<file path="config.mk">
export PLATFORM = sky130hd
export DESIGN_NAME = bus_switch_led
export DESIGN_NICKNAME = d
export VERILOG_FILES = /design/src/verilog/soc_bus_pkg.sv /design/src/verilog/bus_switch_led.sv
export SDC_FILE = /design/constraint.sdc
export NUM_CORES = 1
export LEC_CHECK = 0
export ABC_CLOCK_PERIOD_IN_PS = 1900
export BUFFER_PORTS_ARGS = -buffer_cell sky130_fd_sc_hd__buf_2
export CAP_MARGIN = 20
export CELL_PAD_IN_SITES_DETAIL_PLACEMENT = 1
export CELL_PAD_IN_SITES_GLOBAL_PLACEMENT = 2
export CORE_ASPECT_RATIO = 1.5
export CORE_UTILIZATION = 28
export CTS_CLUSTER_DIAMETER = 50
export DETAILED_ROUTE_END_ITERATION = 8
export PLACE_DENSITY_LB_ADDON = 0.2
export SLEW_MARGIN = 15
export SYNTH_ARGS = -nofsm -noshare
export SYNTH_HDL_FRONTEND = slang
export SYNTH_SLANG_ARGS = --single-unit
</file>
<file path="constraint.sdc">
create_clock -name i_clk -period 1.9 [get_ports i_clk]
set_input_delay 0.285 -clock i_clk [delete_from_list [all_inputs] [get_ports i_clk]]
set_output_delay 0.285 -clock i_clk [all_outputs]
set_load 0.005 [all_outputs]
</file>
<file path="src/verilog/soc_bus_pkg.sv">
package soc_bus_pkg;

    // Bus widths
    localparam int WORD_W = 32;
    localparam int WB_AW  = 30;
    localparam int SEL_W  = WORD_W / 8;
    localparam int LED_W  = 16;

    // On-chip RAM size in words
    localparam int RAM_AW    = 10;
    localparam int RAM_WORDS = 2 ** RAM_AW;

    // Top word-address bits that must be zero to hit the RAM
    localparam int RAM_REGION_BITS = 5;

    typedef logic [WORD_W-1:0] word_t;
    typedef logic [WB_AW-1:0]  wb_addr_t;
    typedef logic [SEL_W-1:0]  sel_t;
    typedef logic [LED_W-1:0]  led_t;
    typedef logic [RAM_AW-1:0] ram_addr_t;

    // Memory map in byte addresses
    // 0x0000_0000 .. 0x07FF_FFFF   RAM aliased on the low RAM_AW bits
    // 0xFFFF_FFE8                  switches and LEDs
    // 0xFFFF_FFF0                  timer counter
    // 0xFFFF_FFF4                  timer control
    // Word addresses of the slave registers
    localparam wb_addr_t TIMER_ADDR = 30'h3FFF_FFFC;
    localparam wb_addr_t SWLED_ADDR = 30'h3FFF_FFFA;

    // Owner of a two-master arbiter
    typedef enum logic {
        GRANT_A,
        GRANT_B
    } grant_t;

endpackage

</file>
<file path="src/verilog/bus_switch_led.sv">
`timescale 1ns/1ns

module bus_switch_led
    import soc_bus_pkg::*;
(
    input  logic  i_clk,
    input  logic  reset,
    input  logic  i_stb,
    input  logic  i_we,
    input  word_t i_dat,
    input  sel_t  i_sel,
    input  led_t  i_switches,
    output logic  o_ack,
    output word_t o_dat,
    output led_t  o_leds
);

    always_ff @(posedge i_clk) begin
        if (reset) begin
            o_leds <= '0;
            o_ack  <= 1'b0;
        end else begin
            o_ack <= i_stb;
            // LEDs live in the two low byte lanes
            if (i_stb && i_we) begin
                for (int lane = 0; lane < LED_W / 8; lane++) begin
                    if (i_sel[lane]) begin
                        o_leds[lane*8 +: 8] <= i_dat[lane*8 +: 8];
                    end
                end
            end
        end
    end

    always_ff @(posedge i_clk) begin
        if (i_stb) begin
            o_dat <= {i_switches, o_leds};
        end
    end

endmodule

</file>
### After elaboration in Yosys (flattened, before gate mapping)

Cells that the tools add are included.
W data, S select, Z words.

* word-level logic and storage cells: 7
* output and inout port bits: 49
* bits in registers: 49
* bits of input ports: 56

* reduce and logical (&&, ||, !) cells: 3

Operators with widths (count)
* $reduce_and A2 Y1: 2
* $logic_and A1 B1 Y1: 1

### Logic depth before layout (Yosys ltp)

* depth after elaboration: 2
* depth in mapped cells: 3
* gate-level depth less buffers: 2

### Worst setup path after synthesis

Ideal clock, no wire load.

* path type: input-to-reg
* start point: input port i_sel[0]
* end point: register o_leds[0]
* library setup time: 119 ps
* stages: 3
* path slack: 1088 ps
* path buffers: 1
* data arrival time: 693 ps
* required time: 1781 ps
* cell sequence: and3_1 -> buf_6 -> mux2i_1

* word-level cells in the longest chain between the ends: 1

Ends and longest elaborated chain
* start: declaration: line bus_switch_led.sv:11 `input sel_t i_sel,`
* $reduce_and A2 Y1 (no source line)
* end signal: indexed assignment: line bus_switch_led.sv:28 `o_leds[lane*8 +: 8] <= i_dat[lane*8 +: 8];`
* end: declaration: line bus_switch_led.sv:15 `output led_t o_leds`

Every way passes these cells.
A chain may end at the register's enable or synchronous reset.

### Worst setup path after layout

* start point: register o_dat[9]
* end point: output port o_dat[9]

RTL lines
* start: declaration: line bus_switch_led.sv:14 `output word_t o_dat,`
* start signal: assignment: line bus_switch_led.sv:37 `o_dat <= {i_switches, o_leds};`

No word-level cell between the ends.

==> summary.md <==
| Metric | Value |
|---|---|
| Area grow syn2layout | 34.4% |
| Post-Synthesis Cell Area | 1720 um2 |
| Final period util | 58.0% |
| Residual DRC count | 0 |
| Clock sink count | 49 |
| Hold WC Path Type | in2reg |
| Die W | 66.0 um |
| Mapped Cells | 105 |
| RSZ-0062 raised after global routing | false |
| Top post-synthesis cells by area | edfxtp_1, dfxtp_1, nand2b_1 |
| Critical Path Start Type | register |
| Clock share of power | 30.6% |
| DRT Wirelength | 3760 um |
| CTS Buf Count | 5 |
| CP peak stage delay | 0.38 ns |
| Setup TNS | 0 ns |
| Number of synthesized flops with an enable pin | 32 |
| Synth Area per Inst | 16.4 um2 |
| Outcome | completed |
| Fill cells | 657 |
| Slew HR | 62.7% |
| Place WS | 0.592 ns |
| Minimum clock period | 1.10 ns |
| Die H | 97.9 um |
| CTS clk-pin slew, worst paths | 0.09 ns |
| Hold buffers post-CTS | 0 |
| Via count | 1150 |
| Combinational share of power | 8.4% |
| Via density | 4.29 |
| Post-synth cell types | 9 |
| Final setup viols | 0 |
| FF+latch count, synth | 49 |
| Internal power | 0.00155 W |
| Antenna Cells | 0 |
| Buffers on Ports | 86 |
| Final Hold Slack | 0.158 ns |
| Max clock buf depth | 2 |
| DRT Pass-1 Iters | 5 |
| Clock skew | 0.00252 ns |
| Synth top cells by count | edfxtp_1, nand2b_1, dfxtp_1, mux2i_1 |
| P_leak | 1.01 nW |
| Post-CTS setup buffers | 0 |
| CTS H-tree lvls | 2 |
| Final Max Slew Viols | 0 |
| WP buf/inv | 1 |
| Top delay family on crit path | flip-flops |
| Share of layout cells above drive strength 1 | 49.5% |
| Core ar. | 5870 um2 |
| Aggregate global-route resource usage | 12.3% |
| Final nets | 251 |
| Sequential area share after synthesis | 75.7% |
| Largest net degree at the start of global routing | 34 |
| Vias in the first global route | 1242 |
| Ys async rst share | 0% |
| CTS resizes | 0 |
| 1st-iter DRT viols | 56 |
| Synthesized Nets | 161 |
| Crit path DAT | 0.82 ns |
| Switching pwr | 0.000442 W |
| VDD IR-drop max | 0.389 mV |
| First-pass GRT wire length | 5910 um |
| Root Driver | clkbuf_8 |
| Reg2Reg Depth | 2 |
| Reg-to-reg slack, setup | 1.26 ns |
| Synth area leader | edfxtp_1 |
| Setup CP Type | reg2out |
| Yosys warning count | 0 |
| Placer congestion estimate | 0.668 |
| Slowest-stage cell, CP | edfxtp_1 |
| GRT overflow | 0 |
| Switching portion of total power | 22.2% |
| Critical path cell sequence | buf_2 |
| IO Count | 105 |
| Wirelength per Cell | 14.0 um |
| CTS tree | built |
| Achievable Freq | 907 MHz |
| Reg power frac | 61.0% |
| Top FF cell, synth | edfxtp_1 |
| Initial Util | 29.3% |
| Antenna-violating nets left | 0 |
| Worst skew pair latency | 0.29 ns |
| Initial antenna violation count | 0 |
| Top-area cell type share of the netlist area | 55.9% |
| Hold Path Stages | 1 |
| Max_cap viols | 0 |
| Power Dens Cells | 861 nW/um2 |
| Die footprint | 6460 um2 |
| Crit path depth | 1 |
| Worst-margin pin slew | 0.559 ns |
| Crit end category | output port |
| Final setup margin | 0.798 ns |
| Worst path required time | 1.62 ns |
| Row count | 34 |
| CP Max Fanout | 1 |
| Fin. Hold Viols | 0 |
[kinds of logic after synthesis]
kind of cell	count (synthesis)	share of synthesized area (%)
DFF	49	75.7
muxes	16	9.32
and+or+nand+nor	35	12.9
buffers and inverters	5	2.04
[worst paths after layout]
check,start,to
worst max-delay path,o_dat[9],o_dat[9]
worst min register to register,o_leds[11],o_dat[11]
worst max register to register,o_leds[8],o_leds[8]
worst min-delay path,i_switches[0],o_dat[16]
[flip-flops by register name, summed over array words and instances, names as in the netlist]
register  flops
o_leds       16
o_ack         1
o_dat        32
[layout make-up]
type / instances / area [um2] / area share [%]
clock buffer: 5 / 68.8 / 2.98
multi-input combinational: 51 / 382 / 16.5
timing repair buffer: 88 / 445 / 19.3
sequential: 49 / 1300 / 56.4
clock inverter: 3 / 21.3 / 0.921
tap: 72 / 90.1 / 3.90
[power by group through the flow]
stage,registers (W),clock network (W),logic (W)
finish,0.00121,0.000608,0.000167
global route,0.00122,0.000684,0.000188
CTS,0.00121,0.000643,0.000173
detailed placement,0.00124,0,0.000173
global placement,0.00124,0,0.000167
floorplan,0.00125,0,0.0000455
[metrics by stage]
stage | total power [W] | cells | instance area, um2 | utilization [%]
floorplan | 0.00129 | 105 | 1720 | -
global placement | 0.00140 | 260 | 2220 | 37.8
detailed placement | 0.00141 | 260 | 2220 | 37.8
CTS | 0.00203 | 268 | 2310 | 39.3
global route | 0.00209 | 268 | 2310 | 39.3
finish | 0.00199 | 268 | 2310 | 39.3
[metal layers]
metal	up-vias	share of wire (%)	track usage, %
li1	541	-	-
met1	538	37	12.9
met2	66	52	22.0
met3	5	9.0	3.50
met4	0	1.9	5.40
met5	-	0	0
[cells in the final DEF (no fill, tap or decap), drive strengths merged]
cell and count:
clkbuf 5, nand2b 32, clkinv 1, clkinvlp 1, edfxtp 32, dfxtp 17, inv 1, buf 88
and3 2, nor2b 1, mux2i 16
Note: power is estimated with default switching activity, not from simulation.
