## src/verilog/soc_bus_pkg.sv

```systemverilog
package soc_bus_pkg;

    // Bus widths
    localparam int WORD_W = 32;
    localparam int WB_AW  = 30;
    localparam int SEL_W  = WORD_W / 8;
    localparam int LED_W  = 16;

    // On-chip RAM size in words
    localparam int RAM_AW    = 10;
    localparam int RAM_WORDS = 2 ** RAM_AW;

    // Top word-address bits that must be zero to hit the RAM
    localparam int RAM_REGION_BITS = 5;

    typedef logic [WORD_W-1:0] word_t;
    typedef logic [WB_AW-1:0]  wb_addr_t;
    typedef logic [SEL_W-1:0]  sel_t;
    typedef logic [LED_W-1:0]  led_t;
    typedef logic [RAM_AW-1:0] ram_addr_t;

    // Memory map in byte addresses
    // 0x0000_0000 .. 0x07FF_FFFF   RAM aliased on the low RAM_AW bits
    // 0xFFFF_FFE8                  switches and LEDs
    // 0xFFFF_FFF0                  timer counter
    // 0xFFFF_FFF4                  timer control
    // Word addresses of the slave registers
    localparam wb_addr_t TIMER_ADDR = 30'h3FFF_FFFC;
    localparam wb_addr_t SWLED_ADDR = 30'h3FFF_FFFA;

    // Owner of a two-master arbiter
    typedef enum logic {
        GRANT_A,
        GRANT_B
    } grant_t;

endpackage

```

## src/verilog/bus_timer.sv

```systemverilog
`timescale 1ns/1ns

module bus_timer
    import soc_bus_pkg::*;
(
    input  logic  i_clk,
    input  logic  reset,
    input  logic  i_stb,
    input  logic  i_we,
    input  logic  i_reg,
    input  word_t i_dat,
    output logic  o_ack,
    output word_t o_dat
);

    word_t count;
    logic  enable;

    always_ff @(posedge i_clk) begin
        if (reset) begin
            count  <= '0;
            enable <= 1'b0;
            o_ack  <= 1'b0;
        end else begin
            o_ack <= i_stb;

            // A counter write wins over the increment
            if (i_stb && i_we && !i_reg) begin
                count <= i_dat;
            end else if (enable) begin
                count <= count + 1'b1;
            end

            if (i_stb && i_we && i_reg) begin
                enable <= i_dat[0];
            end
        end
    end

    // Word 0 is the count, word 1 the control
    always_ff @(posedge i_clk) begin
        if (i_stb) begin
            o_dat <= i_reg ? {{(WORD_W-1){1'b0}}, enable} : count;
        end
    end

endmodule

```

## config.mk

```make
export PLATFORM = sky130hd
export DESIGN_NAME = bus_timer
export DESIGN_NICKNAME = d
export VERILOG_FILES = /design/src/verilog/soc_bus_pkg.sv /design/src/verilog/bus_timer.sv
export SDC_FILE = /design/constraint.sdc
export NUM_CORES = 1
export LEC_CHECK = 0
export BUFFER_PORTS_ARGS = -buffer_cell sky130_fd_sc_hd__buf_4
export CORE_MARGIN = 2
export CORE_UTILIZATION = 56
export CTS_BUF_LIST = sky130_fd_sc_hd__clkbuf_2
export CTS_CLUSTER_DIAMETER = 60
export DETAILED_ROUTE_END_ITERATION = 8
export PLACE_DENSITY = 0.78
export SKIP_CTS_REPAIR_TIMING = 1
export SYNTH_ARGS = -nofsm -noshare
export SYNTH_HDL_FRONTEND = slang
export SYNTH_SLANG_ARGS = --single-unit
```

## constraint.sdc

```tcl
create_clock -name i_clk -period 3.2 [get_ports i_clk]
set_input_delay 0.16 -clock i_clk [delete_from_list [all_inputs] [get_ports i_clk]]
set_output_delay 0.16 -clock i_clk [all_outputs]
set_load 0.02 [all_outputs]
```

* After elaboration in Yosys (flattened, before gate mapping)
Cells that the tools add are included.
** Word-level totals
- RAM bits :: 0
- Register bits :: 66
- Memories :: 0
- Word-level logic and storage cells :: 14
- Bits in latches :: 0
- Memory bits (read-only) :: 0
- Output and inout port bits :: 33
** Cells by class
- Magnitude comparators :: 0
- $add $sub $neg :: 1
- Equality and inequality tests :: 0
- $mul :: 0
- Shift-type cells :: 0
- Bitwise gates (word level) :: 0
- Divide/modulo/power cells :: 0
- Mux-type cells :: 3
- Reduce and logical (&&, ||, !) cells :: 5
** Operator list (count)
- 32-bit 2-to-1 mux :: 2
- 32-bit by 1-bit adder with 32-bit output (second input constant) :: 1
- 1-bit logical AND :: 3
- 2-bit nonzero test :: 1
- 1-bit logical NOT :: 1
- 1-bit 2-to-1 mux :: 1

* Depth between registers and ports, before layout
- Word-level depth :: 3
- Gate-level depth with buffers :: 7

* Least setup slack after synthesis
Ideal clock, no wire load.
- Path type :: reg-to-reg
- Start :: register count[0]
- End :: register count[26]
- Library setup time :: 0.091 ns
- Cell stages (with the launch flop) :: 7
- Data required time :: 3.109 ns
- Arrival time :: 2.181 ns
- Path buffers :: 1
- Setup slack :: 0.928 ns
- Cells stage by stage :: dfxtp_1 -> ha_1 -> nand4_2 -> or4_4 -> buf_6 -> or4_1 -> a311oi_1
** Between the ends
- Word-level cells in the longest chain between the ends :: 3
** Ends and longest elaborated chain
- start, declared :: line bus_timer.sv:16 : word_t count;
- start signal, assigned :: line bus_timer.sv:29 : count <= i_dat;
- start signal, assigned :: line bus_timer.sv:31 : count <= count + 1'b1;
- 32-bit by 1-bit adder with 32-bit output :: line bus_timer.sv:31
- 32-bit 2-to-1 mux :: line bus_timer.sv:30 : end else if (enable) begin
- 32-bit 2-to-1 mux :: line bus_timer.sv:28 : if (i_stb && i_we && !i_reg) begin
Every way passes these cells. The select of a mux whose other input is x is not followed.
A chain may end at the register's enable or synchronous reset.

* Final worst setup path
- Start :: register enable
- End :: register count[29]
** Between the ends
- Word-level cells in the longest chain between the ends :: 1
** Ends and longest elaborated chain
- start, declared :: line bus_timer.sv:17 : logic enable;
- start signal, assigned :: line bus_timer.sv:35 : enable <= i_dat[0];
- 2-bit nonzero test (no line)
Every way passes these cells.

==> out/qor.yml <==
drc: 0
synth-main-ff-cell: "dfxtp_1"
cts.clk_slew.worst_paths_ns: 0.18
rsz0062_at_grt: "no"
design_area_um2: 4070
hold_viol: 0
synth.top_cell.area_share_pct: 30.6
synth_most_common_cell: "nor2_1"
dp_slack_ns: 0.696
wl_per_cell_um: 16.3
dp_hpwl_um: 4830
grt_pass1_wl_um: 11600
synth_common_cells: "nor2_1 (39), dfxtp_1 (34), edfxtp_1 (32)"
dp.cells: 433
dr.first_iter.drc_count: 244
drv_slew: 0
synth.area.top_cells: "edfxtp_1 (31%), dfxtp_1 (22%), nor2b_1 (5.2%)"
min_period_ns: 2.58
diodes: 0
endpoint_kind: "register"
grt_max_degree: 52
place_area_um2: 3680
maxCapViolCount: 0
critPathKind: "reg2reg"
ys.warnings.count: 0
syn2layout_area_growth_pct: 29.6
synth_edf_count: 32
clock_skew_ns: 0.0201
rows: 27
setup-tns-final_ns: 0
ios: 70
clock_tree.root_cell: "clkbuf_2"
critPathRequiredTime_ns: 3.62
gp_congestion: 0.835
dieWidth_um: 78.9
vdd_drop_max_mv: 0.300
crit_fanout: 18
wirelength_um: 7810
worstPathArrival_ns: 3.00
final_nets: 439
relSlewSlack_pct: 46.5
cp-start-kind: "register"
holdWs_ns: 0.0287
cts.path.max_buffers: 2
start_util_pct: 57.4
outcome: "finished clean"
cts_tree: "yes"
track_usage_pct: 24.3
power_leakage_uw: 0.00151
cts_sinks: 66
numCtsBuffers: 9
synth.distinct_cells: 39
seq_area_frac_synth_pct: 52.2
final_antenna_net_count: 0
ys_ff_latch: 66
synth_top_cell_by_area: "edfxtp_1"
syn_area_per_cell_um2: 10.1
grt_pass1_vias: 2415
die_h_um: 78.9
fillers: 424
synthCells: 311
portBuffers: 69
dr.pass1.iters: 5
grt_antenna_before_repair: 0
timing.final.crit_share_pct: 80.6
fin_cells: 478
syn-num-nets: 349
max_freq_ghz: 0.388
vias_per_cell: 5.82
clk_latency_ns: 0.51
synth_area_um2: 3140
vias: 2784
setup_violations: 0
ctsHtreeMaxLevel: 3
holdCritPathClass: "in2reg"
die_area_um2: 6230
core_area_um2: 5470
worst_slack_ns: 0.619
drive_above_1_share_pct: 22.9
worstMarginPinSlew_ns: 0.795
synthArstFlopShare_pct: 0
power_density_nw_per_um2: 412
grt-ovfl-total: 0
## state kept, by name, summed over array words and instances, names as in the netlist
| name | cells |
|---|---|
| count | 32 |
| enable | 1 |
| o_ack | 1 |
| o_dat | 32 |
## power breakdown
part | internal (uW) | total [uW] | switching (uW) | leakage [uW]
clock network | 186 | 481 | 295 | 0.0000734
logic | 115 | 222 | 107 | 0.000831
registers | 933 | 974 | 41.7 | 0.000608
## worst max-delay path: stages, from the launching register on
cell and delay [ns]:
dfxtp_1 0.58, nand4_2 0.25, or4_1 0.83, or4_1 0.58, a311oi_1 0.25
## cell type report
cell class	count	area, um^2	area share (%)
Clock buffer	12	60.1	1.47
Timing Repair Buffer	100	823	20.2
Sequential cell	66	1640	40.3
Clock inverter	4	43.8	1.08
Tap cell	72	90.1	2.21
Multi-Input combinational cell	218	1390	34.2
Inverter	6	22.5	0.553
## logic make-up (layout without fill, tap and decap cells)
logic type                 after synthesis  count (layout)  share of synthesized area, %
DFF                                     66              66                          52.2
and+or+nand+nor                        152             152                          27.1
muxes                                    3               3                         0.995
xor gates and xnor gates                11              11                          3.07
AOI/OAI and AO/OA                       51              51                          12.7
buffers and inverters                   27             122                          3.50
adders and majority gates                1               1                         0.398
## per-layer routing
metal  global-route usage (%)  wire (um)  up-vias
met2                     37.9       3750       86
met4                     11.2        160        0
met1                     33.1       3510     1316
li1                         -          -     1366
met3                     4.43        393       16
met5                        0          0        -
## layout by cell type (no fill, tap or decap), types with 4 or more instances in the layout
| master | count |
|---|---|
| and4_1 | 4 |
| a311oi_1 | 16 |
| xnor2_1 | 7 |
| or3_1 | 4 |
| clkbuf_2 | 12 |
| xor2_1 | 4 |
| and3_1 | 5 |
| or4_1 | 13 |
| nor2b_1 | 26 |
| nor2_1 | 39 |
| nor4_1 | 7 |
| a211oi_1 | 12 |
| dlygate4sd3_1 | 29 |
| edfxtp_1 | 32 |
| buf_4 | 71 |
| o21ai_0 | 4 |
| nand4_1 | 13 |
| dfxtp_1 | 34 |
| nor3_1 | 4 |
| nand2_1 | 15 |
| o31ai_1 | 11 |
| inv_1 | 6 |
| nand3_1 | 11 |
## worst paths after layout
path                          startpoint                     end  slack (ns)  depth (start not counted)
setup / recovery     enable$_SDFFE_PP0P_  count[29]$_SDFFE_PP0P_        0.62                          4
hold / removal                      i_we     enable$_SDFFE_PP0P_        0.03                          4
setup reg to reg     enable$_SDFFE_PP0P_  count[29]$_SDFFE_PP0P_        0.62                          4
hold reg to reg   count[22]$_SDFFE_PP0P_  count[22]$_SDFFE_PP0P_        0.56                          2
## stage by stage
step | total power (uW) | utilization [%]
4_1_cts | 1650 | 69.1
6_report | 1680 | 74.4
3_3_place_gp | 1180 | 67.2
3_5_place_dp | 1180 | 67.2
5_1_grt | 1740 | 74.4
2_1_floorplan | 1080 | -
(Power assumes the default switching activity.)
