==> src/verilog/soc_bus_pkg.sv <==
package soc_bus_pkg;

    // Bus widths
    localparam int WORD_W = 32;
    localparam int WB_AW  = 30;
    localparam int SEL_W  = WORD_W / 8;
    localparam int LED_W  = 16;

    // On-chip RAM size in words
    localparam int RAM_AW    = 10;
    localparam int RAM_WORDS = 2 ** RAM_AW;

    // Top word-address bits that must be zero to hit the RAM
    localparam int RAM_REGION_BITS = 5;

    typedef logic [WORD_W-1:0] word_t;
    typedef logic [WB_AW-1:0]  wb_addr_t;
    typedef logic [SEL_W-1:0]  sel_t;
    typedef logic [LED_W-1:0]  led_t;
    typedef logic [RAM_AW-1:0] ram_addr_t;

    // Memory map in byte addresses
    // 0x0000_0000 .. 0x07FF_FFFF   RAM aliased on the low RAM_AW bits
    // 0xFFFF_FFE8                  switches and LEDs
    // 0xFFFF_FFF0                  timer counter
    // 0xFFFF_FFF4                  timer control
    // Word addresses of the slave registers
    localparam wb_addr_t TIMER_ADDR = 30'h3FFF_FFFC;
    localparam wb_addr_t SWLED_ADDR = 30'h3FFF_FFFA;

    // Owner of a two-master arbiter
    typedef enum logic {
        GRANT_A,
        GRANT_B
    } grant_t;

endpackage

==> src/verilog/bus_decoder.sv <==
`timescale 1ns/1ns

module bus_decoder
    import soc_bus_pkg::*;
(
    input  logic     i_clk,
    input  logic     reset,
    input  logic     i_stb,
    input  wb_addr_t i_adr,

    // Slave responses
    input  logic     i_ram_ack,
    input  logic     i_tmr_ack,
    input  logic     i_swled_ack,
    input  word_t    i_ram_dat,
    input  word_t    i_tmr_dat,
    input  word_t    i_swled_dat,

    // Slave strobes
    output logic     o_ram_stb,
    output logic     o_tmr_stb,
    output logic     o_swled_stb,

    // Back to the main arbiter
    output logic     o_ack,
    output logic     o_err,
    output logic     o_stall,
    output word_t    o_dat,
    output word_t    o_err_addr
);

    logic ram_sel;
    logic tmr_sel;
    logic swled_sel;
    logic none_sel;

    // RAM sits at the bottom of the space
    assign ram_sel   = (i_adr[WB_AW-1 -: RAM_REGION_BITS] == '0);
    // Timer covers a pair of words, bit 0 picks the register
    assign tmr_sel   = (i_adr[WB_AW-1:1] == TIMER_ADDR[WB_AW-1:1]);
    assign swled_sel = (i_adr == SWLED_ADDR);
    assign none_sel  = !ram_sel && !tmr_sel && !swled_sel;

    assign o_ram_stb   = i_stb && ram_sel;
    assign o_tmr_stb   = i_stb && tmr_sel;
    assign o_swled_stb = i_stb && swled_sel;

    // None of the mapped slaves ever back-pressures
    assign o_stall = 1'b0;

    // Unmapped access, flagged one cycle later
    always_ff @(posedge i_clk) begin
        if (reset) begin
            o_err      <= 1'b0;
            o_err_addr <= '0;
        end else begin
            o_err <= i_stb && none_sel;
            if (i_stb && none_sel) begin
                o_err_addr <= {i_adr, 2'b00};
            end
        end
    end

    always_ff @(posedge i_clk) begin
        if (reset) begin
            o_ack <= 1'b0;
        end else begin
            o_ack <= i_ram_ack || i_tmr_ack || i_swled_ack;
        end
    end

    // Return data, RAM first
    always_ff @(posedge i_clk) begin
        if (i_ram_ack) begin
            o_dat <= i_ram_dat;
        end else if (i_tmr_ack) begin
            o_dat <= i_tmr_dat;
        end else if (i_swled_ack) begin
            o_dat <= i_swled_dat;
        end else begin
            o_dat <= '0;
        end
    end

    a_one_select: assert property (@(posedge i_clk) disable iff (reset)
        $onehot0({o_ram_stb, o_tmr_stb, o_swled_stb}));

    // Slave ack plus the return register give a fixed two-cycle turnaround
    a_mapped_ack: assert property (@(posedge i_clk) disable iff (reset)
        (i_stb && !none_sel) |-> ##2 o_ack);

endmodule

==> config.mk <==
export PLATFORM = sky130hd
export DESIGN_NAME = bus_decoder
export DESIGN_NICKNAME = d
export VERILOG_FILES = /design/src/verilog/soc_bus_pkg.sv /design/src/verilog/bus_decoder.sv
export SDC_FILE = /design/constraint.sdc
export NUM_CORES = 1
export LEC_CHECK = 0
export BUFFER_PORTS_ARGS = -buffer_cell sky130_fd_sc_hd__buf_2
export CAP_MARGIN = 5
export CORE_MARGIN = 2
export CORE_UTILIZATION = 45
export CTS_CLUSTER_SIZE = 28
export DETAILED_ROUTE_END_ITERATION = 12
export PLACE_DENSITY_LB_ADDON = 0.2
export SETUP_SLACK_MARGIN = 0.3
export SYNTH_ARGS = -nofsm -noshare
export SYNTH_HDL_FRONTEND = slang
export SYNTH_SLANG_ARGS = --single-unit
==> constraint.sdc <==
create_clock -name i_clk -period 2.7 [get_ports i_clk]
set_input_delay 0.675 -clock i_clk [delete_from_list [all_inputs] [get_ports i_clk]]
set_output_delay 0.675 -clock i_clk [all_outputs]
set_load 0.05 [all_outputs]
-- Word-level counts from Yosys, hierarchy flattened
Index checks and enable logic that the tools add are counted.
Widths: inputs -> output; s select.
- register bits: 64
- bits of input ports: 132
- output and inout port bits: 70
- logic and storage cells: 21
- equal/unequal tests: 2
- multiplexer cells: 3
- reduce and logical (&&, ||, !) cells: 12
- operator list (kind ; count):
    $mux 32 ; 3
    $eq 30x30->1 const B ; 1
    $eq 29x29->1 const B ; 1
    $logic_and 1x1->1 ; 6
    $logic_not 5->1 ; 1
    $logic_not 1->1 ; 3
    $logic_or 1x1->1 ; 2

-- Longest topological paths before layout
- word-level depth: 5
- depth in mapped cells: 5
- gate-level depth less buffers: 4

-- Least setup slack after synthesis
Ideal clock, no wire load.
- path type: input to output
- start point: in i_adr[28]
- end point: out o_swled_stb
- arrival: 1.899 ns
- data required time: 2.025 ns
- path slack: 0.126 ns
- cell stages on the path: 4
- buffers on the path: 0
- cell sequence: nand4_1 or4_4 nor2_1 and3_1
- word-level cells in the longest chain between the ends: 2
- RTL lines (item ; line ; RTL):
    start, declared ; bus_decoder.sv:9 ; input wb_addr_t i_adr,
    $eq 30x30->1 ; bus_decoder.sv:41 ; assign swled_sel = (i_adr == SWLED_ADDR);
    $logic_and 1x1->1 ; bus_decoder.sv:46 ; assign o_swled_stb = i_stb && swled_sel;
    end, declared ; bus_decoder.sv:22 ; output logic o_swled_stb,
No other way between the ends.

-- Final worst setup path
- start point: in i_adr[13]
- end point: out o_tmr_stb
- word-level cells in the longest chain between the ends: 2
- RTL lines (item ; line ; RTL):
    $eq 29x29->1 ; bus_decoder.sv:40 ; assign tmr_sel = (i_adr[WB_AW-1:1] == TIMER_ADDR[WB_AW-1:1]);
    $logic_and 1x1->1 ; bus_decoder.sv:45 ; assign o_tmr_stb = i_stb && tmr_sel;
    end, declared ; bus_decoder.sv:21 ; output logic o_tmr_stb,
No other way between the ends.

==> results.json <==
{
  "status": "finished clean",
  "syn_avg_cell_area_sq_um": 9.50,
  "ys.flop_type": "dfxtp_1",
  "critical_path_buf_inv_count": 2,
  "cts_max_level": 3,
  "antenna_found_initial": 0,
  "port_buffers": 198,
  "crit_type": "input port to output port",
  "die_area_sq_um": 7160,
  "drive_above_1_share": 0.524,
  "setup_slack_ns": 0.171,
  "grt-ovfl-total": 0,
  "power.internal_uw": 1700,
  "syn_to_final_growth_pct": 46.5,
  "post-route-util": 0.679,
  "leakage_uw": 0.00213,
  "rsz0062_at_grt": "true",
  "powerDensity_nw_per_um2": 588,
  "path_max_fanout": 2,
  "grt_max_degree": 35,
  "dr.pass1.iters": 4,
  "clock-skew-final_ns": 0,
  "irDropWorstVdd_mv": 0.322,
  "synthArstFlopShare": 0,
  "p_comb_frac": 0.255,
  "clockBufferDepth": 2,
  "nets": 635,
  "grt_use_total": 0.231,
  "synth_edf_count": 0,
  "start_kind": "input port",
  "worstPathCellList": "buf_6 > nand4_1 > or4_4 > nor2_4 > and3_4 > buf_8",
  "setup_viol": 0,
  "ys_ff_latch": 64,
  "critPathMaxStageDelay_ns": 0.57,
  "cts_made_buffers": 9,
  "ios": 202,
  "die_height_microns": 84.6,
  "crit_slowest_cell": "or4_4",
  "num_vias": 2931,
  "start_util": 0.463,
  "clk_pin_slew_ns": 0.06,
  "critical_path_arrival_ns": 1.85,
  "drv_cap": 0,
  "synth_area_sq_um": 2930,
  "worstHoldPathType": "flip-flop to flip-flop",
  "hold_violations": 0,
  "post-route-period-util": 0.936,
  "max_freq_mhz": 395,
  "wl_per_cell_microns": 14.2,
  "relSlewSlack": 0.646,
  "cts_tree": "built",
  "vias_per_cell": 5.01,
  "core_area_sq_um": 6310,
  "drtIter0Drc": 102,
  "grt_pass1_wl_microns": 13100,
  "switchingPower_uw": 823,
  "pwr-share-clk": 0.334,
  "ys_warn_count": 0,
  "diodes": 0,
  "required_ns": 2.03,
  "synth_seq_area_share": 0.438,
  "root_buffer": "clkbuf_8",
  "rows": 29,
  "ant_nets": 0,
  "ctsHoldBuffers": 0,
  "numClockSinks": 64,
  "synthCells": 308,
  "place_congestion": 0.832,
  "tightest_slew_ns": 0.528,
  "swShare": 0.327,
  "endpoint_kind": "output port",
  "post-route-drc-count": 0,
  "worstSkewPairLatency_ns": 0.33,
  "pwr-share-seq": 0.411,
  "fin_setup_tns_ns": 0,
  "wirelength_microns": 8330,
  "grt_pass1_vias": 2763,
  "crit_family": "simple AND/OR/NAND/NOR gates",
  "dieWidth_microns": 84.6,
  "place_ws_ns": 0.00714,
  "period_minus_slack_ns": 2.53,
  "yosysUniqueCellTypes": 25,
  "maxSlewViolCount": 0,
  "place_hpwl_microns": 6420
}
==> power by group through the flow <==
stage	clock network (uW)	logic, uW	registers, uW
final	843	642	1040
after global routing	910	681	1040
after CTS	866	642	1040
after detailed placement	0	631	1060
after global placement	0	624	1060
after floorplan	0	178	1310
==> cells in the final DEF, fill, tap and decap left out, types with 3 or more instances in the layout <==
master and count:
dfxtp_1 64, inv_1 30, buf_2 185, clkbuf_8 11, nor2_1 5, buf_8 3, nand2_1 33, nand4_1 5
o32ai_2 30, buf_4 13, conb_1 3, a22oi_1 31, o21ai_0 32, nand2b_1 30, buf_6 10
==> cell families (layout without fill, tap and decap cells) <==
kind of cell | Yosys count | in the layout | synth area share
AO/OA/AOI/OAI | 96 | 96 | 0.308
AND/OR/NAND/NOR | 88 | 88 | 0.161
flip-flops | 64 | 64 | 0.438
buffers and inverters | 59 | 257 | 0.0911
other | 1 | 3 | 0.00128
==> area by class of cell <==
type                       instances  area (sq um)
fill                             531          2030
multi-input combinational        187          1410
sequential                        64          1280
timing repair buffer             211          1180
clock buffer                      11           151
inverter                          30           113
tap                               77          96.3
clock inverter                     5          55.1
==> Yosys cell counts (2+ instances only) <==
library cell	instances	share of area
nor2b_1	2	0.0043
nand2_1	33	0.042
buf_6	3	0.012
inv_1	30	0.038
and3_1	3	0.0064
nor3_1	2	0.0034
nand4_1	5	0.011
clkbuf_1	20	0.026
a22oi_1	31	0.080
o21ai_0	32	0.055
nand2b_1	31	0.066
o32ai_2	30	0.17
nor2_1	6	0.0077
buf_4	6	0.015
dfxtp_1	64	0.44
==> final timing paths <==
check | start | endpoint | slack (ns) | cells after the start
setup / recovery | i_adr[13] | o_tmr_stb | 0.17 | 6
hold / removal | o_err_addr[25] | o_err_addr[25] | 0.49 | 2
setup reg to reg | o_err_addr[23] | o_err_addr[23] | 2.10 | 2
hold reg to reg | o_err_addr[25] | o_err_addr[25] | 0.49 | 2
==> registers in the layout, summed over array words and instances, names as in the netlist <==
name / cells
o_dat: 32
o_ack: 1
o_err_addr: 30
o_err: 1
==> worst min-delay path, cell delays in order, from the launching register on <==
cell and delay (ns):
dfxtp_1 0.31, nand2b_1 0.07, o32ai_2 0.06
==> metal layers <==
layer  GRT usage  part of all wire  vias to the layer above
met4       0.117             0.029                        0
met2       0.382              0.50                      138
li1            -                 -                     1470
met5           0                 0                        -
met1       0.268              0.39                     1305
met3      0.0757             0.081                       18
==> per-stage QoR <==
stage | hold WS (ns) | power [uW] | area (sq um) | std cells
floorplan | 0.722 | 1490 | 2950 | 310
global placement | 0.479 | 1680 | 3980 | 568
detailed placement | 0.485 | 1690 | 3980 | 568
CTS | 0.496 | 2540 | 4280 | 584
global route | 0.513 | 2630 | 4290 | 585
finish | 0.491 | 2520 | 4290 | 585
==> timing repair <==
action                                  4_1_cts  5_1_grt
pin swaps                                     4        3
endpoints found under the setup margin        2        2
resized for setup                            18        1
setup buffers                                 0        1
Power figures use the tool's default switching activity.
