`src/verilog/soc_bus_pkg.sv`:
```
package soc_bus_pkg;

    // Bus widths
    localparam int WORD_W = 32;
    localparam int WB_AW  = 30;
    localparam int SEL_W  = WORD_W / 8;
    localparam int LED_W  = 16;

    // On-chip RAM size in words
    localparam int RAM_AW    = 10;
    localparam int RAM_WORDS = 2 ** RAM_AW;

    // Top word-address bits that must be zero to hit the RAM
    localparam int RAM_REGION_BITS = 5;

    typedef logic [WORD_W-1:0] word_t;
    typedef logic [WB_AW-1:0]  wb_addr_t;
    typedef logic [SEL_W-1:0]  sel_t;
    typedef logic [LED_W-1:0]  led_t;
    typedef logic [RAM_AW-1:0] ram_addr_t;

    // Memory map in byte addresses
    // 0x0000_0000 .. 0x07FF_FFFF   RAM aliased on the low RAM_AW bits
    // 0xFFFF_FFE8                  switches and LEDs
    // 0xFFFF_FFF0                  timer counter
    // 0xFFFF_FFF4                  timer control
    // Word addresses of the slave registers
    localparam wb_addr_t TIMER_ADDR = 30'h3FFF_FFFC;
    localparam wb_addr_t SWLED_ADDR = 30'h3FFF_FFFA;

    // Owner of a two-master arbiter
    typedef enum logic {
        GRANT_A,
        GRANT_B
    } grant_t;

endpackage

```
`src/verilog/wb_pri_arbiter.sv`:
```
`timescale 1ns/1ns

module wb_pri_arbiter
    import soc_bus_pkg::*;
(
    input  logic     i_clk,
    input  logic     reset,

    // Master A, the higher priority side
    input  logic     i_a_cyc,
    input  logic     i_a_stb,
    input  logic     i_a_we,
    input  wb_addr_t i_a_adr,
    input  word_t    i_a_dat,
    input  sel_t     i_a_sel,
    output logic     o_a_ack,
    output logic     o_a_stall,
    output logic     o_a_err,

    // Master B
    input  logic     i_b_cyc,
    input  logic     i_b_stb,
    input  logic     i_b_we,
    input  wb_addr_t i_b_adr,
    input  word_t    i_b_dat,
    input  sel_t     i_b_sel,
    output logic     o_b_ack,
    output logic     o_b_stall,
    output logic     o_b_err,

    // Merged bus toward the slaves
    output logic     o_cyc,
    output logic     o_stb,
    output logic     o_we,
    output wb_addr_t o_adr,
    output word_t    o_dat,
    output sel_t     o_sel,
    input  logic     i_ack,
    input  logic     i_stall,
    input  logic     i_err
);

    grant_t owner;
    grant_t grant;
    logic   owner_cyc;
    logic   a_granted;

    assign owner_cyc = (owner == GRANT_A) ? i_a_cyc : i_b_cyc;

    // An open cycle keeps the bus, otherwise A wins
    always_comb begin
        if (owner_cyc) begin
            grant = owner;
        end else if (i_a_cyc || !i_b_cyc) begin
            grant = GRANT_A;
        end else begin
            grant = GRANT_B;
        end
    end

    always_ff @(posedge i_clk) begin
        if (reset) begin
            owner <= GRANT_A;
        end else begin
            owner <= grant;
        end
    end

    assign a_granted = (grant == GRANT_A);

    assign o_cyc = a_granted ? i_a_cyc : i_b_cyc;
    assign o_stb = a_granted ? i_a_stb : i_b_stb;
    assign o_we  = a_granted ? i_a_we  : i_b_we;
    assign o_adr = a_granted ? i_a_adr : i_b_adr;
    assign o_dat = a_granted ? i_a_dat : i_b_dat;
    assign o_sel = a_granted ? i_a_sel : i_b_sel;

    // Responses only go to the owner
    assign o_a_ack = a_granted && i_ack;
    assign o_b_ack = !a_granted && i_ack;
    assign o_a_err = a_granted && i_err;
    assign o_b_err = !a_granted && i_err;

    // The loser is held off on every strobe
    assign o_a_stall = a_granted ? i_stall : i_a_stb;
    assign o_b_stall = a_granted ? i_b_stb : i_stall;

    a_single_ack: assert property (@(posedge i_clk) disable iff (reset)
        !(o_a_ack && o_b_ack));

    // A response arriving after its master closed the cycle means lost ownership
    a_resp_in_cycle: assert property (@(posedge i_clk) disable iff (reset)
        ((o_a_ack || o_a_err) |-> i_a_cyc) and ((o_b_ack || o_b_err) |-> i_b_cyc));

endmodule

```
`config.mk`:
```
export PLATFORM = sky130hd
export DESIGN_NAME = wb_pri_arbiter
export DESIGN_NICKNAME = d
export VERILOG_FILES = /design/src/verilog/soc_bus_pkg.sv /design/src/verilog/wb_pri_arbiter.sv
export SDC_FILE = /design/constraint.sdc
export NUM_CORES = 1
export LEC_CHECK = 0
export BUFFER_PORTS_ARGS = -buffer_cell sky130_fd_sc_hd__buf_4
export CORE_AREA = 2 2 85 87
export CTS_BUF_LIST = sky130_fd_sc_hd__clkbuf_2
export DETAILED_ROUTE_END_ITERATION = 8
export DIE_AREA = 0 0 87 89
export GPL_TIMING_DRIVEN = 1
export PLACE_DENSITY_LB_ADDON = 0.15
export SYNTH_ARGS = -nofsm -noshare
export SYNTH_HDL_FRONTEND = slang
export SYNTH_SLANG_ARGS = --single-unit
```
`constraint.sdc`:
```
create_clock -name i_clk -period 2.55 [get_ports i_clk]
set_input_delay 0.1275 -clock i_clk [delete_from_list [all_inputs] [get_ports i_clk]]
set_output_delay 0.1275 -clock i_clk [all_outputs]
set_load 0.005 [all_outputs]
```
======== After elaboration in Yosys (flattened, before gate mapping) ========
Cells that the tools add are included.
word-level totals
  word-level logic and storage cells ...... 19
  flip-flop bits (word level) ............. 1
  output and inout bits ................... 75
  bits of input ports ..................... 143
operators by class
  reduce and logical (&&, ||, !) cells .... 6
  multiplexer cells ....................... 11
  bitwise operators ....................... 1
operator list
  cell                number
  two-way mux 32 bit  1
  two-way mux 30 bit  1
  two-way mux 1 bit   8
  logical AND 1 bit   4
  two-way mux 4 bit   1
  zero test 1 bit     1
  logical OR 1 bit    1
  NOT 1 bit           1

======== Logic depth before layout (Yosys ltp) ========
Gate-level depths: netlist of the first run.
  word-level depth ........................ 6
  depth in mapped cells ................... 5
  mapped depth without buffers ............ 3

======== Least setup slack after synthesis of the first run ========
Ideal clock, no wire load.
  path type ............................... register -> output
  from .................................... reg owner
  to ...................................... out o_dat[29]
  cell stages (with the launch flop) ...... 5
  path buffers ............................ 2
  setup slack ............................. 1,333 ps
  data arrival time ....................... 1,090 ps
  required time ........................... 2,423 ps
  path through ............................ dfxtp_1 -> o21ai_4 -> buf_8 -> buf_6 -> mux2_1
between the ends
  cells in the longest elaborated chain, start to end .. 3
ends and longest elaborated chain
  element                 line                  text
  start, declared         wb_pri_arbiter.sv:43  grant_t owner;
  start signal, assigned  wb_pri_arbiter.sv:65  owner <= grant;
  two-way mux 1 bit       wb_pri_arbiter.sv:48  assign owner_cyc = (owner == GRANT_A) ? i_a_cyc : i_b_cyc;
  two-way mux 1 bit (*)   wb_pri_arbiter.sv:52  if (owner_cyc) begin
  two-way mux 32 bit (*)  wb_pri_arbiter.sv:75  assign o_dat = a_granted ? i_a_dat : i_b_dat;
  end, declared           wb_pri_arbiter.sv:36  output word_t o_dat,
Mark *: on every way between the ends. The rest lies on a longest branch, timed or not.

======== Worst setup path after layout of the first run ========
  from .................................... reg owner
  to ...................................... out o_we
between the ends
  cells in the longest elaborated chain, start to end .. 3
ends and longest elaborated chain
  element                line                  text
  two-way mux 1 bit      wb_pri_arbiter.sv:48
  two-way mux 1 bit (*)  wb_pri_arbiter.sv:52
  two-way mux 1 bit (*)  wb_pri_arbiter.sv:73  assign o_we = a_granted ? i_a_we : i_b_we;
  end, declared          wb_pri_arbiter.sv:34  output logic o_we,
Marks and branches as above.

==> qor.csv, run 1 <==
stage,metric,value,unit
routing,drt_iter0_markers,19,
layout,regArea,20.0,um^2
timing,slew_viol_final,0,
critical_path,rr_endpoint,owner$_SDFF_PP0_,
routing,vias,1518,
timing,final.min_clock_period,1.54,ns
yosys,ys_top_cells_by_area,"mux2_4 (53%), mux2_2 (25%), buf_12 (7.0%)",
yosys,netlist_instances,89,
layout,final_nets,445,
critical_path,worst_r2r_path_depth,3,
critical_path,worst-r2r-setup-slack,1.61,ns
critical_path,path_class,reg -> out,
layout,regMostFlops,owner,
floorplan,fp.dieW,87,um
yosys,avgSynthCellArea,12.8,um^2
status,status,"finished, final reports clean",
grt,overflow,0,
critical_path,required,2.42,ns
floorplan,core,6720,um^2
routing,dr.pass1.iters,4,
routing,drt_wl_total,5.29,mm
grt,first_global_vias,1427,
routing,wl_per_cell,13.9,um
timing,rsz0062_at_grt,no,
critical_path,path_cells,o21ai_4 > buf_4 > mux2_2 > buf_4,
floorplan,std_cell_rows,30,
layout,largest_reg_flops,1,
yosys,ys_ff_latch,1,
layout,drive_above_1_share,0.957,
power_and_ir_drop,p_leak,1.57,nW
critical_path,cp_data_arrival_time,1.41,ns
timing,tightestPinTransition,0.439,ns
timing,finalCritPeriodShare,0.604,
yosys,yosysTopAreaCell,mux2_4,
critical_path,rr_startpoint,owner$_SDFF_PP0_,
layout,num_antenna_cells,0,
critical_path,start_kind,flip-flop,
min_path,hp-start,reset,
flow_run,drv_cap,0,
timing,finClkSkew,0,ns
min_path,hp-class,in -> reg,
min_path,holdPathStages,2,
critical_path,cpMostUsedCell,buf_4,
routing,drcViolationCount,0,
floorplan,chipHeight,89,um
layout,area_growth,144,%
yosys,netlist.area_leader.share,0.528,
floorplan,dieArea,7740,um^2
yosys,syn-cell-area,1140,um^2
floorplan,ios,218,
yosys,synthesis.nets,232,
power_and_ir_drop,pwr_density_cell,191,nW/um^2
place,hpwlAfterDp,4.71,mm
grt,grt_pass1_wl,6.87,mm
critical_path,cpPeakStageDelay,0.42,ns
layout,fin_cells,380,
timing,slew-limit-headroom,0.707,
timing,hold_viol,0,
clock_tree,hold_buffers,0,
yosys,yosys_warnings,0,
routing,routed_via_density,3.99,
clock_tree,cts_resized,0,
floorplan,initial_core_util,0.169,
clock_tree,clkLatencyLatePin,0,ns
timing,fmax,0.649,GHz
layout,multi_input_area,985,um^2
place,place_inst,380,
routing,ant_nets,0,
grt,grtUsageTotal,0.109,
clock_tree,path_clk_slew,0,ns
critical_path,crit_fanout,29,
clock_tree,cts_setup_buffers,0,
grt,grt_max_degree,47,
min_path,hold_end,owner$_SDFF_PP0_,
critical_path,slowest_stage,buf_4,
grt,antenna_found_initial,0,
critical_path,crit_path_start,owner$_SDFF_PP0_,
yosys,synth_seq_area_share,0.0176,
yosys,synth_cell_types,14,
place,io_buffers,217,
critical_path,cp-end-kind,output pin,
timing,setup-violations-final,0,
layout,fill_cells,652,
place,gp_congestion,0.716,
layout,top_regs,owner: 1 flops,
timing,fin_setup_tns,0,ns
power_and_ir_drop,ir_worst_vdd,0.000127,V
## per-layer routing
metal | routed length, um | track usage
met1 | 1640 | 0.116
met4 | 0 | 0
met2 | 3090 | 0.235
met3 | 559 | 0.0157
met5 | 0 | 0
## stage by stage
step	area (um^2)	setup slack, ns	hold WS (ns)	util	total power, W
after floorplan	1140	1.33	0.200	-	0.000228
after global placement	2770	1.01	0.292	0.413	0.000534
after detailed placement	2770	1.00	0.291	0.413	0.000536
after CTS	2770	1.00	0.291	0.413	0.000537
after global routing	2770	0.960	0.294	0.413	0.000566
final	2770	1.01	0.288	0.413	0.000529
## cells in the mapped netlist, drive strengths merged
master / count
buf: 8
mux2: 70
or2: 1
o21ai: 1
inv: 3
nor2: 3
dfxtp: 1
and2: 2
## report_power, final
group	switching, W	internal (W)
clock network	0	0
registers	0.000000571	0.0000167
logic	0.000142	0.000370
## worst max path at each step
stage,cells after the start,endpoint
finish,4,o_we
global route,4,o_a_stall
CTS,4,o_we
detailed placement,4,o_we
global placement,4,o_sel[3]
floorplan,4,o_dat[29]
## cells by family after synthesis
logic type	share of synthesized area
DFF	0.0176
buffers and inverters	0.117
and+or+nand+nor	0.0264
AOI/OAI and AO/OA	0.0143
muxes	0.825
## critical path, delay by kind of cell (launching register included)
| kind | cells | cell delay, ns |
|---|---|---|
| buffers and inverters | 2 | 0.56 |
| muxes | 1 | 0.40 |
| DFF | 1 | 0.30 |
| AOI/OAI and AO/OA | 1 | 0.15 |
## area by class of cell
cell class | count | area share
Sequential cell | 1 | 0.00722
Multi-Input combinational cell | 77 | 0.355
Inverter | 3 | 0.00406
Tap cell | 80 | 0.0361
Timing Repair Buffer | 219 | 0.597
## cell usage in the layout, fill, tap and decap left out
cell type  instances
inv_1              2
or2_2              1
dfxtp_1            1
and2_1             2
mux2_2            25
inv_2              1
o21ai_4            1
nor2_1             3
mux2_1             5
buf_12             1
mux2_4            40
buf_4            218
(Power assumes the default switching activity.)
==> run 2, diff against run 1 <==
Settings changed: CORE_AREA 2 2 85 87 to 2 2 83 85, DIE_AREA 0 0 87 89 to 0 0 85 87.
Clock period 2.55 ns to 1.3 ns, I/O delays scaled along.
==> run 2 against run 1 <==
Against the previous run:
- the run now ends with setup timing left
- worst setup slack lost 1.1 ns
- core utilization grew 7.7 points
- sequential share of layout area shrank 0.061 points
- final area grew 16%
- total power grew 140%
- via count grew 6.2%
- sequential power grew 98%
- combinational power grew 140%
==> qor.csv, run 2 (same netlist as run 1, synthesis figures left out) <==
stage,metric,value,unit
place,hpwlAfterDp,4.80,mm
grt,antenna_found_initial,0,
critical_path,slowest_stage,mux2_4,
layout,final_nets,454,
grt,overflow,0,
floorplan,std_cell_rows,30,
timing,final.min_clock_period,1.38,ns
routing,wl_met2,3.53,mm
place,gp_congestion,0.744,
timing,fmax,0.726,GHz
routing,vias,1612,
timing,finClkSkew,0,ns
critical_path,path_delay_family,buffers and inverters,
routing,wl_met1,2.01,mm
place,io_buffers,217,
status,status,finished with violations,
timing,fin_setup_tns,-2.61,ns
place,pre_cts_slack,-0.0865,ns
layout,final_common_cell,buf_4,
power_and_ir_drop,p_leak,1.80,nW
timing,timing.final.ws_setup,-0.0777,ns
timing,hold_viol,0,
floorplan,initial_core_util,0.173,
power_and_ir_drop,power_switching,0.000344,W
timing,setup-violations-final,53,
critical_path,cp.buffers_inverters,3,
routing,route.top_layer_used,met4,
critical_path,cp-end-kind,output pin,
layout,regMostFlops,owner,
power_and_ir_drop,pwr-share-seq,0.027,
timing,slew-limit-headroom,0.862,
floorplan,dieArea,7400,um^2
timing,slew_viol_final,0,
timing,finalCritPeriodShare,1.06,
clock_tree,clkLatencyLatePin,0,ns
status,violations,setup timing,
power_and_ir_drop,pwr_density_cell,397,nW/um^2
grt,first_global_vias,1515,
power_and_ir_drop,p_clk_frac,0,
clock_tree,hold_buffers,0,
layout,fill_cells,633,
layout,largest_reg_flops,1,
timing,tightestPinTransition,0.206,ns
routing,drt_wl_total,6.09,mm
floorplan,ios,218,
critical_path,start_kind,flip-flop,
power_and_ir_drop,ir_worst_vdd,0.000228,V
min_path,hp-class,in -> reg,
floorplan,fp.dieW,85,um
grt,grtUsageTotal,0.125,
power_and_ir_drop,p_total,0.00128,W
floorplan,core,6570,um^2
routing,dr.pass1.iters,4,
routing,routed_via_density,4.14,
place,place_inst,381,
critical_path,cpPeakStageDelay,0.31,ns
critical_path,path_class,reg -> out,
routing,drt_iter0_markers,17,
layout,top_regs,owner: 1 flops,
layout,postLayoutCellArea,3220,um^2
routing,wl_met3,530,um
critical_path,crit_fanout,8,
layout,num_antenna_cells,0,
grt,grt_pass1_wl,7.53,mm
layout,area_growth,183,%
power_and_ir_drop,switching_share,0.270,
timing,rsz0062_at_grt,yes,
clock_tree,path_clk_slew,0,ns
routing,ant_nets,0,
flow_run,drv_cap,0,
critical_path,required,1.24,ns
routing,wl_per_cell,15.6,um
floorplan,chipHeight,87,um
routing,drcViolationCount,0,
critical_path,path_cells,o21ai_4 > buf_12 > clkbuf_16 > mux2_4 > buf_6,
layout,fin_cells,389,
layout,layout_common_cells,"buf_4 (166), mux2_4 (53), buf_6 (53), mux2_2 (17)",
layout,regArea,21.3,um^2
critical_path,cp_data_arrival_time,1.31,ns
layout,multi_input_area,1030,um^2
power_and_ir_drop,p_comb_frac,0.973,
place,place_area,2790,um^2
layout,drive_above_1_share,0.977,
grt,grt_max_degree,34,
power_and_ir_drop,intPower,0.000932,W
run 2: per-layer routing:
| layer | vias to the layer above | global-route usage |
|---|---|---|
| met1 | 733 | 0.131 |
| met3 | 2 | 0.0209 |
| met4 | 0 | 0 |
| met2 | 107 | 0.269 |
| li1 | 770 | - |
| met5 | - | 0 |
run 2: metrics by stage:
step	utilization	hold slack, ns
after detailed placement	0.425	0.225
after floorplan	-	0.137
final	0.490	0.218
after global placement	0.425	0.225
after global routing	0.490	0.232
after CTS	0.447	0.218
run 2: power groups by stage:
| stage | combinational (W) | sequential (W) | clock [W] |
|---|---|---|---|
| 6_report | 0.00124 | 0.0000343 | 0 |
| 5_1_grt | 0.00131 | 0.0000345 | 0 |
| 4_1_cts | 0.00111 | 0.0000343 | 0 |
| 3_5_place_dp | 0.00103 | 0.0000340 | 0 |
| 3_3_place_gp | 0.00103 | 0.0000339 | 0 |
| 2_1_floorplan | 0.000414 | 0.0000339 | 0 |
run 2: worst register-to-register path, cell delays in order (launching register included):
cell and delay [ns]:
dfxtp_2 0.30, o21ai_4 0.22, buf_12 0.18, buf_12 0.14, buf_4 0.12, nor2_1 0.03
run 2: area by class of cell:
class                      count  share of cell area
tap                           80              0.0311
multi-input combinational     77               0.321
timing repair buffer         228               0.637
inverter                       3             0.00350
sequential                     1             0.00661
run 2: worst paths after layout:
check | startpoint | end | slack (ns) | cells past startpoint
worst max-delay path | owner$_SDFF_PP0_ | o_adr[11] | -0.08 | 5
worst min-delay path | reset | owner$_SDFF_PP0_ | 0.22 | 2
worst max register to register | owner$_SDFF_PP0_ | owner$_SDFF_PP0_ | 0.20 | 5
worst min register to register | owner$_SDFF_PP0_ | owner$_SDFF_PP0_ | 0.95 | 5
run 2: repair_timing:
item	in CTS	in global routing
gates resized for setup	39	34
setup endpoints to repair	70	67
hold endpoints to repair	0	0
pin swaps	0	1
setup buffers	0	3
cloned	0	5
==> run 3, diff against run 2 <==
Settings changed: REMOVE_ABC_BUFFERS set to 1.
==> run 3 against run 2 <==
Against the previous run:
- the run still ends with setup timing left
- wire length up 1.1%
- sequential share of layout area about the same
- core utilization up 1.3 points
- worst setup slack better by 0.049 ns
- final cell count down 0.51%
- combinational power up 4%
- critical path depth unchanged
- clock skew unchanged
- register-to-register slack better by 0.14 ns
- maximum frequency up 3.7%
- final area up 2.6%
==> qor.csv, run 3 (same netlist as run 1, synthesis figures left out) <==
stage,metric,value,unit
floorplan,core,6570,um^2
clock_tree,path_clk_slew,0,ns
place,gp_congestion,0.761,
grt,overflow,0,
grt,grt_max_degree,32,
timing,slew_viol_final,0,
routing,dr.pass1.iters,4,
routing,wl_met3,609,um
place,place_inst,381,
floorplan,chipHeight,87,um
grt,antenna_found_initial,0,
floorplan,ios,218,
place,hpwlAfterDp,4.77,mm
critical_path,slowest_stage,mux2_4,
routing,vias,1611,
timing,hold_viol,0,
routing,drcViolationCount,0,
status,violations,setup timing,
timing,rsz0062_at_grt,yes,
timing,timing.final.ws_setup,-0.0285,ns
critical_path,path_cells,o21ai_4 > buf_12 > clkbuf_16 > mux2_4 > buf_6,
layout,fin_cells,387,
power_and_ir_drop,p_leak,1.88,nW
status,status,finished with violations,
critical_path,cp.buffers_inverters,3,
routing,drt_wl_total,6.16,mm
power_and_ir_drop,ir_worst_vdd,0.000213,V
timing,setup-violations-final,28,
layout,regMostFlops,owner,
critical_path,path_class,reg -> out,
place,place_area,2790,um^2
timing,slew-limit-headroom,0.914,
layout,layout_common_cells,"buf_4 (152), mux2_4 (70), buf_6 (66), clkbuf_16 (4)",
layout,postLayoutCellArea,3300,um^2
timing,finalCritPeriodShare,1.02,
routing,wl_met2,3.31,mm
clock_tree,clkLatencyLatePin,0,ns
place,pre_cts_slack,-0.0573,ns
layout,regArea,21.3,um^2
critical_path,crit_fanout,15,
critical_path,path_delay_family,buffers and inverters,
grt,grt_pass1_wl,7.67,mm
timing,finClkSkew,0,ns
critical_path,cpPeakStageDelay,0.31,ns
floorplan,fp.dieW,85,um
layout,multi_input_area,1100,um^2
routing,wl_met1,2.10,mm
timing,fmax,0.753,GHz
power_and_ir_drop,pwr_density_cell,400,nW/um^2
layout,final_common_cell,buf_4,
critical_path,start_kind,flip-flop,
flow_run,drv_cap,0,
layout,fill_cells,619,
floorplan,dieArea,7400,um^2
floorplan,std_cell_rows,30,
critical_path,cp-end-kind,output pin,
timing,final.min_clock_period,1.33,ns
layout,num_antenna_cells,0,
layout,drive_above_1_share,0.977,
min_path,hp-class,in -> reg,
routing,route.top_layer_used,met4,
place,io_buffers,217,
timing,tightestPinTransition,0.129,ns
routing,ant_nets,0,
critical_path,cp_data_arrival_time,1.26,ns
routing,routed_via_density,4.16,
layout,final_nets,452,
critical_path,required,1.24,ns
layout,area_growth,190,%
layout,post-route-util,0.503,
routing,wl_per_cell,15.9,um
layout,top_regs,owner: 1 flops,
floorplan,initial_core_util,0.173,
grt,first_global_vias,1502,
routing,drt_iter0_markers,14,
layout,largest_reg_flops,1,
grt,grtUsageTotal,0.126,
timing,fin_setup_tns,-0.303,ns
[run 3: cell count changes in the layout (fill, tap and decap cells not counted), sizes merged]
cell,before,now
buf,224,222
[run 3: layer usage]
metal / global-route usage / vias to the layer above
li1: - / 765
met1: 0.144 / 730
met2: 0.240 / 106
met3: 0.0246 / 10
met4: 0.0289 / 0
met5: 0 / -
[run 3: final timing paths]
| path | slack, ns | endpoint | startpoint | depth (start not counted) |
|---|---|---|---|---|
| worst max-delay path | -0.03 | o_adr[25] | owner$_SDFF_PP0_ | 5 |
| worst min-delay path | 0.22 | owner$_SDFF_PP0_ | reset | 2 |
| worst max register to register | 0.34 | owner$_SDFF_PP0_ | owner$_SDFF_PP0_ | 4 |
| worst min register to register | 0.79 | owner$_SDFF_PP0_ | owner$_SDFF_PP0_ | 4 |
[run 3: worst reg2reg max path, cell delays in order (launching register included)]
cell	delay [ns]
dfxtp_2	0.30
o21ai_4	0.16
buf_12	0.17
buf_6	0.17
nor2_1	0.05
[run 3: power by group]
part           internal, W  total (W)  switching, W
registers        0.0000331  0.0000342    0.00000111
clock network            0          0             0
logic             0.000935    0.00129      0.000352
total             0.000969    0.00132      0.000353
[run 3: area by class of cell]
| type | instances | share of cell area |
|---|---|---|
| inverters | 3 | 0.00341 |
| well taps | 80 | 0.0303 |
| repair buffers | 226 | 0.628 |
| flip-flops and latches | 1 | 0.00644 |
| multi-input cells | 77 | 0.332 |
[run 3: per-stage QoR]
stage / power, W / hold WS, ns
2_1_floorplan: 0.000412 / 0.137
3_3_place_gp: 0.00105 / 0.228
3_5_place_dp: 0.00106 / 0.226
4_1_cts: 0.00112 / 0.219
5_1_grt: 0.00139 / 0.221
6_report: 0.00132 / 0.215
[run 3: what timing repair did]
action / CTS / global route
cloned: 0 / 5
hold buffers: 0 / 0
endpoints found under the hold margin: 0 / 0
pin swaps: 0 / 1
endpoints found under the setup margin: 61 / 70
buffers inserted: 0 / 1
resized for setup: 31 / 69
